[src/verilog/burst_pkg.sv]
package burst_pkg;

    localparam int addr_w = 32;
    localparam int data_w = 32;
    localparam int len_w  = 8;
    localparam int id_w   = 2;
    localparam int strb_w = 4;
    localparam int cnt_w  = len_w + 1;  // beat count, len + 1 can reach 256

    typedef enum logic {
        op_write = 1'b0,
        op_read  = 1'b1
    } burst_op_e;

    // one host command, len is beats minus one
    typedef struct packed {
        burst_op_e           op;
        logic [id_w-1:0]     id;
        logic [addr_w-1:0]   addr;
        logic [len_w-1:0]    len;
        logic [data_w-1:0]   seed;
        logic [strb_w-1:0]   last_strb;
    } burst_cmd_t;

    typedef struct packed {
        logic [data_w-1:0]   sum;       // zero for writes
        logic [cnt_w-1:0]    beats;
        logic                last_err;
        logic                id_err;
    } burst_status_t;

    typedef struct packed {
        logic [addr_w-1:0]   addr;
        logic [len_w-1:0]    len;
        logic [id_w-1:0]     id;
    } addr_beat_t;

    typedef struct packed {
        logic [data_w-1:0]   data;
        logic [strb_w-1:0]   strb;
        logic                last;
    } wr_beat_t;

    typedef struct packed {
        logic [data_w-1:0]   data;
        logic                last;
        logic [id_w-1:0]     id;
    } rd_beat_t;

endpackage

[src/verilog/addr_issue.sv]
`timescale 1ns/1ps

module addr_issue (
    input  logic                  clk,
    input  logic                  rst,
    input  logic                  start,
    input  burst_pkg::burst_cmd_t cur_cmd,
    output burst_pkg::addr_beat_t wr_addr,
    output logic                  wr_addr_valid,
    input  logic                  wr_addr_ready,
    output burst_pkg::addr_beat_t rd_addr,
    output logic                  rd_addr_valid,
    input  logic                  rd_addr_ready,
    output logic                  wr_go,
    output logic                  rd_go,
    output burst_pkg::burst_cmd_t burst
);

    import burst_pkg::*;

    typedef enum logic [1:0] {
        st_idle,
        st_wr_addr,
        st_rd_addr
    } state_e;

    state_e     state;
    addr_beat_t addr_q;

    // same registered beat on both channels, the valid picks the one in use
    assign wr_addr       = addr_q;
    assign rd_addr       = addr_q;
    assign wr_addr_valid = (state == st_wr_addr);
    assign rd_addr_valid = (state == st_rd_addr);

    always_ff @(posedge clk) begin
        if (rst) begin
            state <= st_idle;
            wr_go <= 1'b0;
            rd_go <= 1'b0;
        end else begin
            wr_go <= 1'b0;
            rd_go <= 1'b0;
            case (state)
                st_idle: begin
                    if (start) begin
                        state <= (cur_cmd.op == op_write) ? st_wr_addr : st_rd_addr;
                    end
                end
                st_wr_addr: begin
                    if (wr_addr_ready) begin
                        wr_go <= 1'b1;
                        state <= st_idle;
                    end
                end
                st_rd_addr: begin
                    if (rd_addr_ready) begin
                        rd_go <= 1'b1;
                        state <= st_idle;
                    end
                end
                default: state <= st_idle;
            endcase
        end
    end

    always_ff @(posedge clk) begin
        if (state == st_idle && start) begin
            addr_q.addr <= cur_cmd.addr;
            addr_q.len  <= cur_cmd.len;
            addr_q.id   <= cur_cmd.id;
            burst       <= cur_cmd;  // kept for the data stage
        end
    end

endmodule

[src/verilog/burst_master_top.sv]
`timescale 1ns/1ps

module burst_master_top (
    input  logic                       clk,
    input  logic                       rst,
    input  logic                       req,
    input  burst_pkg::burst_cmd_t      cmd,
    output logic                       ack,
    output burst_pkg::burst_status_t   status,
    output burst_pkg::addr_beat_t      wr_addr,
    output logic                       wr_addr_valid,
    input  logic                       wr_addr_ready,
    output burst_pkg::wr_beat_t        wr_data,
    output logic                       wr_data_valid,
    input  logic                       wr_data_ready,
    input  logic [burst_pkg::id_w-1:0] wr_back_id,
    output burst_pkg::addr_beat_t      rd_addr,
    output logic                       rd_addr_valid,
    input  logic                       rd_addr_ready,
    input  burst_pkg::rd_beat_t        rd_data,
    input  logic                       rd_data_valid,
    output logic                       rd_data_ready
);

    import burst_pkg::*;

    logic          start;
    burst_cmd_t    cur_cmd;
    burst_cmd_t    burst;
    logic          wr_go;
    logic          rd_go;
    logic          wr_done;
    logic          rd_done;
    logic          done;
    burst_status_t wr_status;
    burst_status_t rd_status;
    burst_status_t done_status;

    // only one data stage is active per burst
    assign done        = wr_done | rd_done;
    assign done_status = wr_done ? wr_status : rd_status;

    cmd_intake u_cmd_intake (
        .clk         (clk),
        .rst         (rst),
        .req         (req),
        .cmd         (cmd),
        .ack         (ack),
        .status      (status),
        .start       (start),
        .cur_cmd     (cur_cmd),
        .done        (done),
        .done_status (done_status)
    );

    addr_issue u_addr_issue (
        .clk           (clk),
        .rst           (rst),
        .start         (start),
        .cur_cmd       (cur_cmd),
        .wr_addr       (wr_addr),
        .wr_addr_valid (wr_addr_valid),
        .wr_addr_ready (wr_addr_ready),
        .rd_addr       (rd_addr),
        .rd_addr_valid (rd_addr_valid),
        .rd_addr_ready (rd_addr_ready),
        .wr_go         (wr_go),
        .rd_go         (rd_go),
        .burst         (burst)
    );

    wr_beat_gen u_wr_beat_gen (
        .clk           (clk),
        .rst           (rst),
        .wr_go         (wr_go),
        .burst         (burst),
        .wr_data       (wr_data),
        .wr_data_valid (wr_data_valid),
        .wr_data_ready (wr_data_ready),
        .wr_back_id    (wr_back_id),
        .done          (wr_done),
        .status        (wr_status)
    );

    rd_collect u_rd_collect (
        .clk           (clk),
        .rst           (rst),
        .rd_go         (rd_go),
        .burst         (burst),
        .rd_data       (rd_data),
        .rd_data_valid (rd_data_valid),
        .rd_data_ready (rd_data_ready),
        .done          (rd_done),
        .status        (rd_status)
    );

endmodule

[src/verilog/cmd_intake.sv]
`timescale 1ns/1ps

module cmd_intake (
    input  logic                     clk,
    input  logic                     rst,
    input  logic                     req,
    input  burst_pkg::burst_cmd_t    cmd,
    output logic                     ack,
    output burst_pkg::burst_status_t status,
    output logic                     start,
    output burst_pkg::burst_cmd_t    cur_cmd,
    input  logic                     done,
    input  burst_pkg::burst_status_t done_status
);

    typedef enum logic [1:0] {
        st_idle,
        st_busy,
        st_acked,
        st_wait_low
    } state_e;

    state_e state;
    logic   take_cmd;

    assign take_cmd = (state == st_idle) && req && !ack;

    always_ff @(posedge clk) begin
        if (rst) begin
            state <= st_idle;
            ack   <= 1'b0;
            start <= 1'b0;
        end else begin
            start <= 1'b0;
            case (state)
                st_idle: begin
                    if (take_cmd) begin
                        start <= 1'b1;
                        state <= st_busy;
                    end
                end
                st_busy: begin
                    if (done) begin
                        ack   <= 1'b1;
                        state <= st_acked;
                    end
                end
                st_acked: begin
                    if (!req) begin  // host has sampled status
                        ack   <= 1'b0;
                        state <= st_wait_low;
                    end
                end
                st_wait_low: state <= st_idle;  // ack is low now
                default:     state <= st_idle;
            endcase
        end
    end

    // command and result held steady for the whole handshake
    always_ff @(posedge clk) begin
        if (take_cmd) cur_cmd <= cmd;
        if (state == st_busy && done) status <= done_status;
    end

endmodule

[src/verilog/rd_collect.sv]
`timescale 1ns/1ps

module rd_collect (
    input  logic                     clk,
    input  logic                     rst,
    input  logic                     rd_go,
    input  burst_pkg::burst_cmd_t    burst,
    input  burst_pkg::rd_beat_t      rd_data,
    input  logic                     rd_data_valid,
    output logic                     rd_data_ready,
    output logic                     done,
    output burst_pkg::burst_status_t status
);

    import burst_pkg::*;

    typedef enum logic {
        st_idle,
        st_recv
    } state_e;

    state_e            state;
    logic [len_w-1:0]  cnt_q;
    logic [data_w-1:0] sum_q;
    logic              id_err_q;
    logic              beat_ok;
    logic              at_len;
    logic              finish;
    logic [data_w-1:0] sum_nxt;
    logic              id_err_nxt;
    logic              last_err_nxt;

    assign rd_data_ready = (state == st_recv);

    always_comb begin
        beat_ok      = rd_data_valid && rd_data_ready;
        at_len       = (cnt_q == burst.len);
        sum_nxt      = sum_q + rd_data.data;  // wraps at 32 bits
        id_err_nxt   = id_err_q | (rd_data.id != burst.id);
        last_err_nxt = rd_data.last ^ at_len;  // early last or missing last
        finish       = beat_ok && (rd_data.last || at_len);
    end

    always_ff @(posedge clk) begin
        if (rst) begin
            state <= st_idle;
            done  <= 1'b0;
        end else begin
            done <= 1'b0;
            case (state)
                st_idle: if (rd_go) state <= st_recv;
                st_recv: begin
                    if (finish) begin
                        done  <= 1'b1;
                        state <= st_idle;
                    end
                end
                default: state <= st_idle;
            endcase
        end
    end

    always_ff @(posedge clk) begin
        if (state == st_idle && rd_go) begin
            cnt_q    <= '0;
            sum_q    <= '0;
            id_err_q <= 1'b0;
        end else if (beat_ok) begin
            cnt_q    <= cnt_q + 1'b1;
            sum_q    <= sum_nxt;
            id_err_q <= id_err_nxt;
        end
        if (finish) begin
            status.sum      <= sum_nxt;
            status.beats    <= {1'b0, cnt_q} + cnt_w'(1);
            status.last_err <= last_err_nxt;
            status.id_err   <= id_err_nxt;
        end
    end

endmodule

[src/verilog/wr_beat_gen.sv]
`timescale 1ns/1ps

module wr_beat_gen (
    input  logic                     clk,
    input  logic                     rst,
    input  logic                     wr_go,
    input  burst_pkg::burst_cmd_t    burst,
    output burst_pkg::wr_beat_t      wr_data,
    output logic                     wr_data_valid,
    input  logic                     wr_data_ready,
    input  logic [burst_pkg::id_w-1:0] wr_back_id,
    output logic                     done,
    output burst_pkg::burst_status_t status
);

    import burst_pkg::*;

    typedef enum logic {
        st_idle,
        st_send
    } state_e;

    state_e            state;
    logic [len_w-1:0]  beat_q;
    logic [data_w-1:0] data_q;
    logic              last_beat;
    logic              beat_ok;

    assign last_beat     = (beat_q == burst.len);
    assign wr_data_valid = (state == st_send);
    assign beat_ok       = wr_data_valid && wr_data_ready;

    always_comb begin
        wr_data.data = data_q;
        wr_data.last = last_beat;
        wr_data.strb = last_beat ? burst.last_strb : {strb_w{1'b1}};
    end

    always_ff @(posedge clk) begin
        if (rst) begin
            state <= st_idle;
            done  <= 1'b0;
        end else begin
            done <= 1'b0;
            case (state)
                st_idle: if (wr_go) state <= st_send;
                st_send: begin
                    if (beat_ok && last_beat) begin
                        done  <= 1'b1;
                        state <= st_idle;
                    end
                end
                default: state <= st_idle;
            endcase
        end
    end

    // beat k carries seed + k, held while ready is low
    always_ff @(posedge clk) begin
        if (state == st_idle && wr_go) begin
            beat_q <= '0;
            data_q <= burst.seed;
        end else if (beat_ok) begin
            beat_q <= beat_q + 1'b1;
            data_q <= data_q + 1'b1;
        end
        if (beat_ok && last_beat) begin
            status.sum      <= '0;
            status.beats    <= {1'b0, beat_q} + cnt_w'(1);
            status.last_err <= 1'b0;
            status.id_err   <= (wr_back_id != burst.id);  // no response channel
        end
    end

endmodule
[config.mk]
export PLATFORM = sky130hd
export DESIGN_NAME = burst_master_top
export DESIGN_NICKNAME = d
export VERILOG_FILES = /design/src/verilog/burst_pkg.sv /design/src/verilog/addr_issue.sv /design/src/verilog/burst_master_top.sv /design/src/verilog/cmd_intake.sv /design/src/verilog/rd_collect.sv /design/src/verilog/wr_beat_gen.sv
export SDC_FILE = /design/constraint.sdc
export NUM_CORES = 1
export LEC_CHECK = 0
export BUFFER_PORTS_ARGS = -buffer_cell sky130_fd_sc_hd__buf_4
export CAP_MARGIN = 20
export CORE_MARGIN = 8
export CORE_UTILIZATION = 55
export DETAILED_ROUTE_END_ITERATION = 12
export GPL_TIMING_DRIVEN = 1
export PLACE_DENSITY_LB_ADDON = 0.25
export SKIP_LAST_GASP = 1
export SYNTH_ARGS = -nofsm -noshare
export SYNTH_HDL_FRONTEND = slang
export SYNTH_SLANG_ARGS = --single-unit
[constraint.sdc]
create_clock -name clk -period 8.6 [get_ports clk]
set_input_delay 0.86 -clock clk [delete_from_list [all_inputs] [get_ports clk]]
set_output_delay 0.86 -clock clk [all_outputs]
set_load 0.01 [all_outputs]
Word level (Yosys, flattened, before mapping)
Index checks and enable logic that the tools add are counted.
W data, S select, Z words.
{"block": "word_totals", "ff_bits": 346, "input_bits": 123, "word_cells": 116}
{"block": "op_classes", "n_addsub": 6, "n_eq_ne": 15, "mux": 27, "bitwise_logic": 8, "reduce_logical": 24}
{"op": "$mux W32", "n": 2}
{"op": "$add A32 B1 Y32 const B", "n": 1}
{"op": "$add A32 B32 Y32", "n": 1}
{"op": "$add A8 B1 Y9 const B", "n": 2}
{"op": "$add A8 B1 Y8 const B", "n": 2}
{"op": "$eq A8 B8 Y1", "n": 2}
{"op": "$mux W2", "n": 7}
{"op": "$mux W1", "n": 11}
{"op": "$mux W11", "n": 1}
{"op": "$logic_and A1 B1 Y1", "n": 10}
{"op": "$reduce_or A2 Y1", "n": 5}
{"op": "$reduce_and A3 Y1", "n": 3}
{"op": "$ne A2 B1 Y1 const B", "n": 4}
{"op": "$pmux W2 S4", "n": 1}
{"op": "$eq A2 B2 Y1 const B", "n": 3}
{"op": "$pmux W1 S2", "n": 3}
{"op": "$pmux W2 S3", "n": 1}
{"op": "$not A1 Y1", "n": 5}
{"op": "$eq A2 B1 Y1 const B", "n": 2}
{"op": "$logic_not A2 Y1", "n": 2}
{"op": "$mux W4", "n": 1}
{"op": "$ne A2 B2 Y1", "n": 2}
{"op": "$ne A2 B2 Y1 const B", "n": 2}
{"op": "$reduce_bool A2 Y1", "n": 2}
{"op": "other kinds (4)", "n": 5}

Longest topological paths before layout
Gate-level depths: netlist of run 1.
{"block": "logic_depth", "ltp_word": 5, "depth_mapped": 10}

Cells and area by module
Synthesis of run 1 repeated with hierarchy kept, for this count alone.
{"block": "unflattened", "cells_unflattened": 1184, "area_unflattened_um2": 15757.6}
{"mod": "rd_collect", "n_inst": 1, "cells_each": 493, "area_per_inst_um2": 4835.9}
{"mod": "cmd_intake", "n_inst": 1, "cells_each": 148, "area_per_inst_um2": 3918.8}
{"mod": "addr_issue", "n_inst": 1, "cells_each": 180, "area_per_inst_um2": 3173.0}
{"mod": "wr_beat_gen", "n_inst": 1, "cells_each": 314, "area_per_inst_um2": 3101.7}
{"mod": "burst_master_top", "n_inst": 1, "cells_each": 49, "area_per_inst_um2": 728.2}

Worst setup path after synthesis of run 1
No wires, ideal clock.
{"block": "synth_timing", "path_type": "reg-to-reg", "startpoint": "register u_addr_issue.state[1]", "endpoint": "register u_addr_issue.burst[0] (netlist name)", "setup_time_ns": 0.626, "t_arrival_ns": 6.061, "required_ns": 7.974, "setup_slack_ns": 1.913, "stages_incl_launch_ff": 2, "path_buffers": 0, "period_less_slack_ns": 6.687, "path_cell_list": "dfxtp_1 -> nor3b_1"}
{"block": "synth_between", "elab_chain_cells": 2}
{"element": "start: declaration", "line_no": "addr_issue.sv:27", "text": "state_e state;"}
{"element": "start signal: assignment", "line_no": "addr_issue.sv:38", "text": "state <= st_idle;"}
{"element": "start signal: assignment", "line_no": "addr_issue.sv:47", "text": "state <= (cur_cmd.op == op_write) ? st_wr_addr : st_rd_addr;"}
{"element": "start signal: assignment", "line_no": "addr_issue.sv:53", "text": "state <= st_idle;"}
{"element": "$logic_not A2 Y1", "line_no": "addr_issue.sv:68", "text": "if (state == st_idle && start) begin"}
{"element": "$logic_and A1 B1 Y1", "line_no": "addr_issue.sv:68"}
No other way between the ends.
A chain may end at the register's enable or synchronous reset.

Worst setup path in the final report of run 1
{"block": "layout_timing", "startpoint": "input rd_data[3] (netlist bit)", "endpoint": "register u_rd_collect.sum_q[24]"}
{"block": "layout_between", "elab_chain_cells": 1}
{"element": "start: declaration", "line_no": "burst_master_top.sv:20", "text": "input burst_pkg::rd_beat_t rd_data,"}
{"element": "$add A32 B32 Y32", "line_no": "rd_collect.sv:38", "text": "sum_nxt = sum_q + rd_data.data;"}
{"element": "net u_rd_collect.sum_nxt[24]", "line_no": "rd_collect.sv:29", "text": "logic [data_w-1:0] sum_nxt;"}
{"element": "end signal: assignment", "line_no": "rd_collect.sv:70", "text": "sum_q <= sum_nxt;"}
{"element": "end: declaration", "line_no": "rd_collect.sv:24", "text": "logic [data_w-1:0] sum_q;"}
The timed path passes the listed nets, and every way through them passes these cells.

==> results of run 1 <==
-- power by group --
group / total (mW) / switching [mW] / internal, mW
registers: 2.25 / 0.110 / 2.14
logic: 0.957 / 0.553 / 0.404
clock network: 1.38 / 0.597 / 0.782
total: 4.59 / 1.26 / 3.33
-- final timing paths --
path / startpoint / endpoint / slack [ps]
worst max register to register: u_rd_collect.sum_q[0] / u_rd_collect.sum_q[24] / 5720
worst max-delay path: rd_data[3] / u_rd_collect.sum_q[24] / 5550
worst min register to register: u_cmd_intake.cur_cmd[58] / u_addr_issue.rd_addr[24] / 410
worst min-delay path: u_cmd_intake.cur_cmd[58] / u_addr_issue.rd_addr[24] / 410
-- per-layer routing --
metal / global-route usage, % / part of all wire, % / wire length [um]
met4: 5.44 / 2.1 / 673
met3: 4.78 / 6.8 / 2200
met1: 25.0 / 42 / 13700
met2: 32.8 / 49 / 15900
met5: 0 / 0 / 0
-- placed cells by master, fill, tap and decap left out, types with 12 or more instances in the layout --
cell       count
a22o_1        14
clkbuf_16     36
xor2_1        44
buf_4        301
ha_1          39
nand2_1      106
edfxtp_1     285
clkbuf_1      13
o21ai_0       56
inv_1         19
a21o_1        14
nor3_1        15
dfxtp_1       60
xnor2_1       51
nor2b_1       39
nand3_1       28
and3_1        13
mux2_2        12
a21oi_1       54
nor2_1        52
-- cell families (layout without fill, tap and decap cells) --
logic type | Yosys count | after routing | share of synthesized area (%)
xor+xnor | 95 | 95 | 5.73
simple gates | 299 | 299 | 9.85
flops | 346 | 346 | 67.4
mux | 13 | 13 | 1.00
compound gates | 185 | 185 | 8.28
buf+inv | 104 | 383 | 4.27
fa+ha+maj | 40 | 40 | 3.50
-- state kept, by name, indices dropped and copies added (netlist names), 2 cells and up --
register and cells:
u_addr_issue.rd_addr 32, u_rd_collect.status 43, u_addr_issue.burst 46, u_wr_beat_gen.status 10
u_rd_collect.cnt_q 8, u_cmd_intake.cur_cmd 79, u_wr_beat_gen.beat_q 8, u_cmd_intake.status 43
u_cmd_intake.state 2, u_addr_issue.state 2, u_wr_beat_gen.data_q 32, u_rd_collect.sum_q 32
-- layout make-up --
cell class	count	area, sq um
clock buffer	50	963
tap	335	419
timing repair buffer	302	2280
clock inverter	12	65.1
fill	1856	8250
multi-input combinational	632	4150
inverter	19	71.3
sequential	346	9780
-- cells in the mapped netlist (all sizes together), types with 2 or more instances --
cell type  number
nor2b          41
nand3          28
buf            53
a221oi          2
a21oi          54
and2            7
nor4            5
edfxtp        285
clkbuf         31
inv            19
o211a           2
o21ai          57
or2             2
o31ai           3
o311a           2
xor2           44
a32o            5
a22o           14
mux2           12
dfxtp          61
nor3b           2
or3             8
nor3           16
o21bai          7
nand2         106
nor2           54
a31oi           2
a211oi          5
a21boi          2
xnor2          51
nand4          10
and3           15
a21o           15
o21a            5
ha             39
o211ai          3
and4            2
-- metrics by stage --
step / cell area (sq um) / hold slack, ps / power (mW)
6_report: 17700 / 412 / 4.59
5_1_grt: 17700 / 421 / 4.80
4_1_cts: 17700 / 413 / 4.62
3_5_place_dp: 16700 / 405 / 3.23
3_3_place_gp: 16700 / 400 / 3.20
2_1_floorplan: 14500 / 400 / 2.95
-- worst register-to-register path, stage by stage, from the launching register on --
cell and delay (ps):
dfxtp_1 310, ha_1 230, fa_1 410, a21o_2 240, a221oi_2 450, o21a_4 240
o2111ai_1 120, nand3_1 250, o21ai_0 150, xor2_1 170, a22o_1 210
==> impl_metrics.yaml, run 1 <==
cts:
  clk_latency_ps: 520
  postCtsResizedCells: 0
  cts_made_buffers: 36
  cts_setup_buffers: 0
  clock-sinks: 346
  cts-hold-fix-buffers: 0
  clock_path_buffers: 3
  cts_tree: "built"
  cts_root_buffer: "clkbuf_16"
  htree_levels: 2
  clkTransAtPathRegs_ps: 60
grt:
  grt_max_degree: 80
  grt_usage_pct: 19.6
  grt_pass1_wl_um: 49100
  grt_pass1_vias: 9280
  antenna_found_initial: 0
  overflow: 0
setup_path:
  cp.arrival_ps: 3460
  cp_slowest_cell: "a221oi_2"
  end_kind: "flip-flop"
  crit_fanout: 4
  cp.required_ps: 9000
  crit_family: "compound AO/OA/AOI/OAI gates"
  critPathBufInv: 1
  cp_cell_sequence: "buf_4, ha_1, fa_1, a21o_2, a221oi_2, o21a_4, o2111ai_1, nand3_1, o21ai_0, xor2_1, a22o_1"
  crit_path_max_incr_delay_ps: 450
  setup.worst_path.start_class: "input port"
  rr_worst_depth: 10
  critical_path_depth: 11
  crit_type: "in -> reg"
timing:
  tightestPinTransition_ps: 1030
  rsz0062_at_grt: "no"
  finalSetupViolations: 0
  fmax_mhz: 327
  slew_violations: 0
  setup_ws_ps: 5550
  hold_viol: 0
  finalSetupTns_ps: 0
  period_share_pct: 35.5
  fin_skew_ps: 19.1
  slew_headroom_pct: 31.1
  min_period_ps: 3050
floorplan:
  core_area_sq_um: 26000
  io_pins: 292
  start_util_pct: 55.9
  dieHeight_um: 178
  row_count: 59
  die_area_sq_um: 31800
  fp.dieW_um: 178
logic_synthesis:
  synth_ff_type: "edfxtp_1"
  mappedNetlistNets: 1245
  synth_warnings: 0
  synth_edf_count: 285
  syn_inst: 1082
  yosys-top-cells-area: "edfxtp_1 (59%), dfxtp_1 (8.4%), ha_1 (3.4%)"
  async_flop_share_pct: 0
  synth_top_area_cell: "edfxtp_1"
  syn-mean-instance-area_sq_um: 13.4
  ys_ff_latch: 346
  ys_seq_area_share_pct: 67.4
  yosysUniqueCellTypes: 59
  synth_area_sq_um: 14500
  synth_top_area_share_pct: 59.0
detailed_routing:
  wl_per_cell_um: 19.2
  detail-route-antenna-nets: 0
  num_vias: 9095
  drc_errors: 0
  wl_um: 32500
  via_per_inst: 5.36
  drt_iter0_drc: 587
  drtPass1Iterations: 5
cells_and_area:
  fin_util_pct: 68.2
  drive_gt1_share_pct: 27.6
  diodes: 0
  stdcell_count: 1696
  syn_to_final_growth_pct: 22.2
  finalNetCount: 1500
power:
  p_leak_nw: 6.84
  peakVddDrop_uv: 208
  p_per_area_nw_per_um2: 259
placement:
  port_buffers: 291
  gp_congestion: 0.847
  pre_cts_ws_ps: 5080
  place_inst: 1634
  place.detailed.hpwl_um: 22900
job:
  drv_cap: 0
outcome:
  status: "completed"
min_path:
  holdCritPathClass: "reg -> reg"
  min_path_cells: 0
Note: power is estimated with default switching activity, not from simulation.
==> run 2, diff against run 1 <==
==> constraint.sdc (replaced) <==
create_clock -name clk -period 3 [get_ports clk]
set_input_delay 0.3 -clock clk [delete_from_list [all_inputs] [get_ports clk]]
set_output_delay 0.3 -clock clk [all_outputs]
set_load 0.01 [all_outputs]
==> run 2 against run 1 <==
Compared with the run above: count of clock-buffer cells in the layout decreased by 5; first-iteration DRC count is 26% higher; global-route usage is 2.2 points higher; sequential power increased to 2.9 times the previous value; non-clock buffer count rose by 86; cell area grew 6.2%.
==> impl_metrics.yaml, run 2 (synthesized netlist as in run 1, its figures left out) <==
outcome:
  status: "completed"
setup_path:
  cp.arrival_ps: 3070
  cp.required_ps: 3260
  critPathBufInv: 1
  end_kind: "flip-flop"
  cp_cell_sequence: "ha_1, fa_1, a21o_2, a221oi_2, buf_4, nor3_1, o21ai_0, a21oi_1, o21bai_1, and3b_1, nor2_1"
  crit_fanout: 3
  crit_family: "compound AO/OA/AOI/OAI gates"
  crit_type: "reg -> reg"
  cp_slowest_cell: "fa_1"
  setup.worst_path.start_class: "flip-flop"
  crit_path_max_incr_delay_ps: 410
timing:
  whs_ps: 45.9
  tightestPinTransition_ps: 851
  period_share_pct: 93.5
  min_period_ps: 2810
  fin_skew_ps: 16.2
  slew_headroom_pct: 43.2
  fmax_mhz: 356
  finalSetupViolations: 0
  slew_violations: 0
  rsz0062_at_grt: "no"
  hold_viol: 0
  setup_ws_ps: 194
  finalSetupTns_ps: 0
floorplan:
  row_count: 59
  core_area_sq_um: 26000
  die_area_sq_um: 31800
  fp.dieW_um: 178
  dieHeight_um: 178
  io_pins: 292
  start_util_pct: 55.9
power:
  pwr-share-comb_pct: 20.4
  power_mw: 14.2
  seq_power_share_pct: 45.7
  p_sw_mw: 3.87
  p_per_area_nw_per_um2: 753
  pwr-share-clk_pct: 33.9
  p_leak_nw: 7.33
  internal-power_mw: 10.3
  sw_frac_of_total_pct: 27.3
  peakVddDrop_uv: 539
detailed_routing:
  drtPass1Iterations: 5
  drc_errors: 0
  drt_iter0_drc: 741
  via_per_inst: 5.42
  num_vias: 9684
  detail-route-antenna-nets: 0
  wl_um: 35900
  wl_per_cell_um: 20.1
job:
  drv_cap: 0
cts:
  cts-hold-fix-buffers: 79
  cts_tree: "built"
  clock-sinks: 346
  clk_latency_ps: 520
  cts_setup_buffers: 0
  postCtsResizedCells: 0
  cts_root_buffer: "clkbuf_16"
  cts_made_buffers: 36
  htree_levels: 2
  clkTransAtPathRegs_ps: 60
  clock_path_buffers: 3
cells_and_area:
  syn_to_final_growth_pct: 29.7
  largest_reg_flops: 79
  multi_input_area_sq_um: 4160
  fin_area_sq_um: 18800
  seqCellArea_sq_um: 9780
  layout_commonest_cell: "buf_4"
  diodes: 0
  fillers: 1708
  largest_register: "u_cmd_intake.cur_cmd"
  drive_gt1_share_pct: 27.2
  finalNetCount: 1586
  largestRegisters: "u_cmd_intake.cur_cmd: 79 flops, u_addr_issue.burst: 46 flops"
  most-common-layout-cells: "buf_4 (307), edfxtp_1 (285), nand2_1 (106)"
grt:
  antenna_found_initial: 1
  grt_max_degree: 76
  grt_pass1_vias: 9704
  grt_pass1_wl_um: 54000
  overflow: 0
  grt_usage_pct: 21.8
min_path:
  holdCritPathClass: "in -> reg"
placement:
  gp_congestion: 0.877
  place_area_sq_um: 16800
  port_buffers: 291
  place.detailed.hpwl_um: 23300
  pre_cts_ws_ps: 141
run 2: final timing paths:
path,cells past startpoint,startpoint,end,slack (ps)
max,11,u_rd_collect.sum_q[0],u_rd_collect.status[29],190
min,3,wr_addr_ready,u_addr_issue.wr_go,50
max reg2reg,11,u_rd_collect.sum_q[0],u_rd_collect.status[29],190
min reg2reg,0,u_cmd_intake.cur_cmd[16],u_addr_issue.burst[16],420
run 2: layout make-up:
cell class / instances / share of cell area (%)
Multi-Input combinational cell: 632 / 22.1
Inverter: 19 / 0.379
Tap cell: 335 / 2.23
Clock buffer: 45 / 4.96
Clock inverter: 21 / 1.77
Timing Repair Buffer: 388 / 16.6
Sequential cell: 346 / 51.9
run 2: power by group through the flow:
stage	logic, mW	clock network [mW]	registers (mW)
after CTS	2.87	4.84	6.45
after global placement	2.71	0	6.50
final	2.89	4.81	6.49
after global routing	3.17	5.06	6.54
after floorplan	1.94	0	6.49
after detailed placement	2.77	0	6.54
run 2: worst register-to-register path: stages, from the launching register on:
cell      delay [ps]
dfxtp_1          310
ha_1             220
fa_1             410
a21o_2           240
a221oi_2         230
buf_4            170
nor3_1            50
o21ai_0          280
a21oi_1          160
o21bai_1         200
and3b_1          220
nor2_1            60
run 2: metrics by stage:
| stage | util, % | instances |
|---|---|---|
| 5_1_grt | 72.5 | 1786 |
| 2_1_floorplan | - | 1082 |
| 3_3_place_gp | 64.6 | 1641 |
| 6_report | 72.5 | 1786 |
| 4_1_cts | 72.5 | 1786 |
| 3_5_place_dp | 64.6 | 1641 |
run 2: routing by layer:
| metal | part of all wire (%) | global-route usage [%] | vias to the layer above |
|---|---|---|---|
| met5 | 0.036 | 0 | - |
| met4 | 2.3 | 5.92 | 2 |
| met3 | 7.5 | 5.06 | 63 |
| met2 | 50 | 37.5 | 334 |
| met1 | 40 | 27.3 | 4713 |
| li1 | - | - | 4572 |
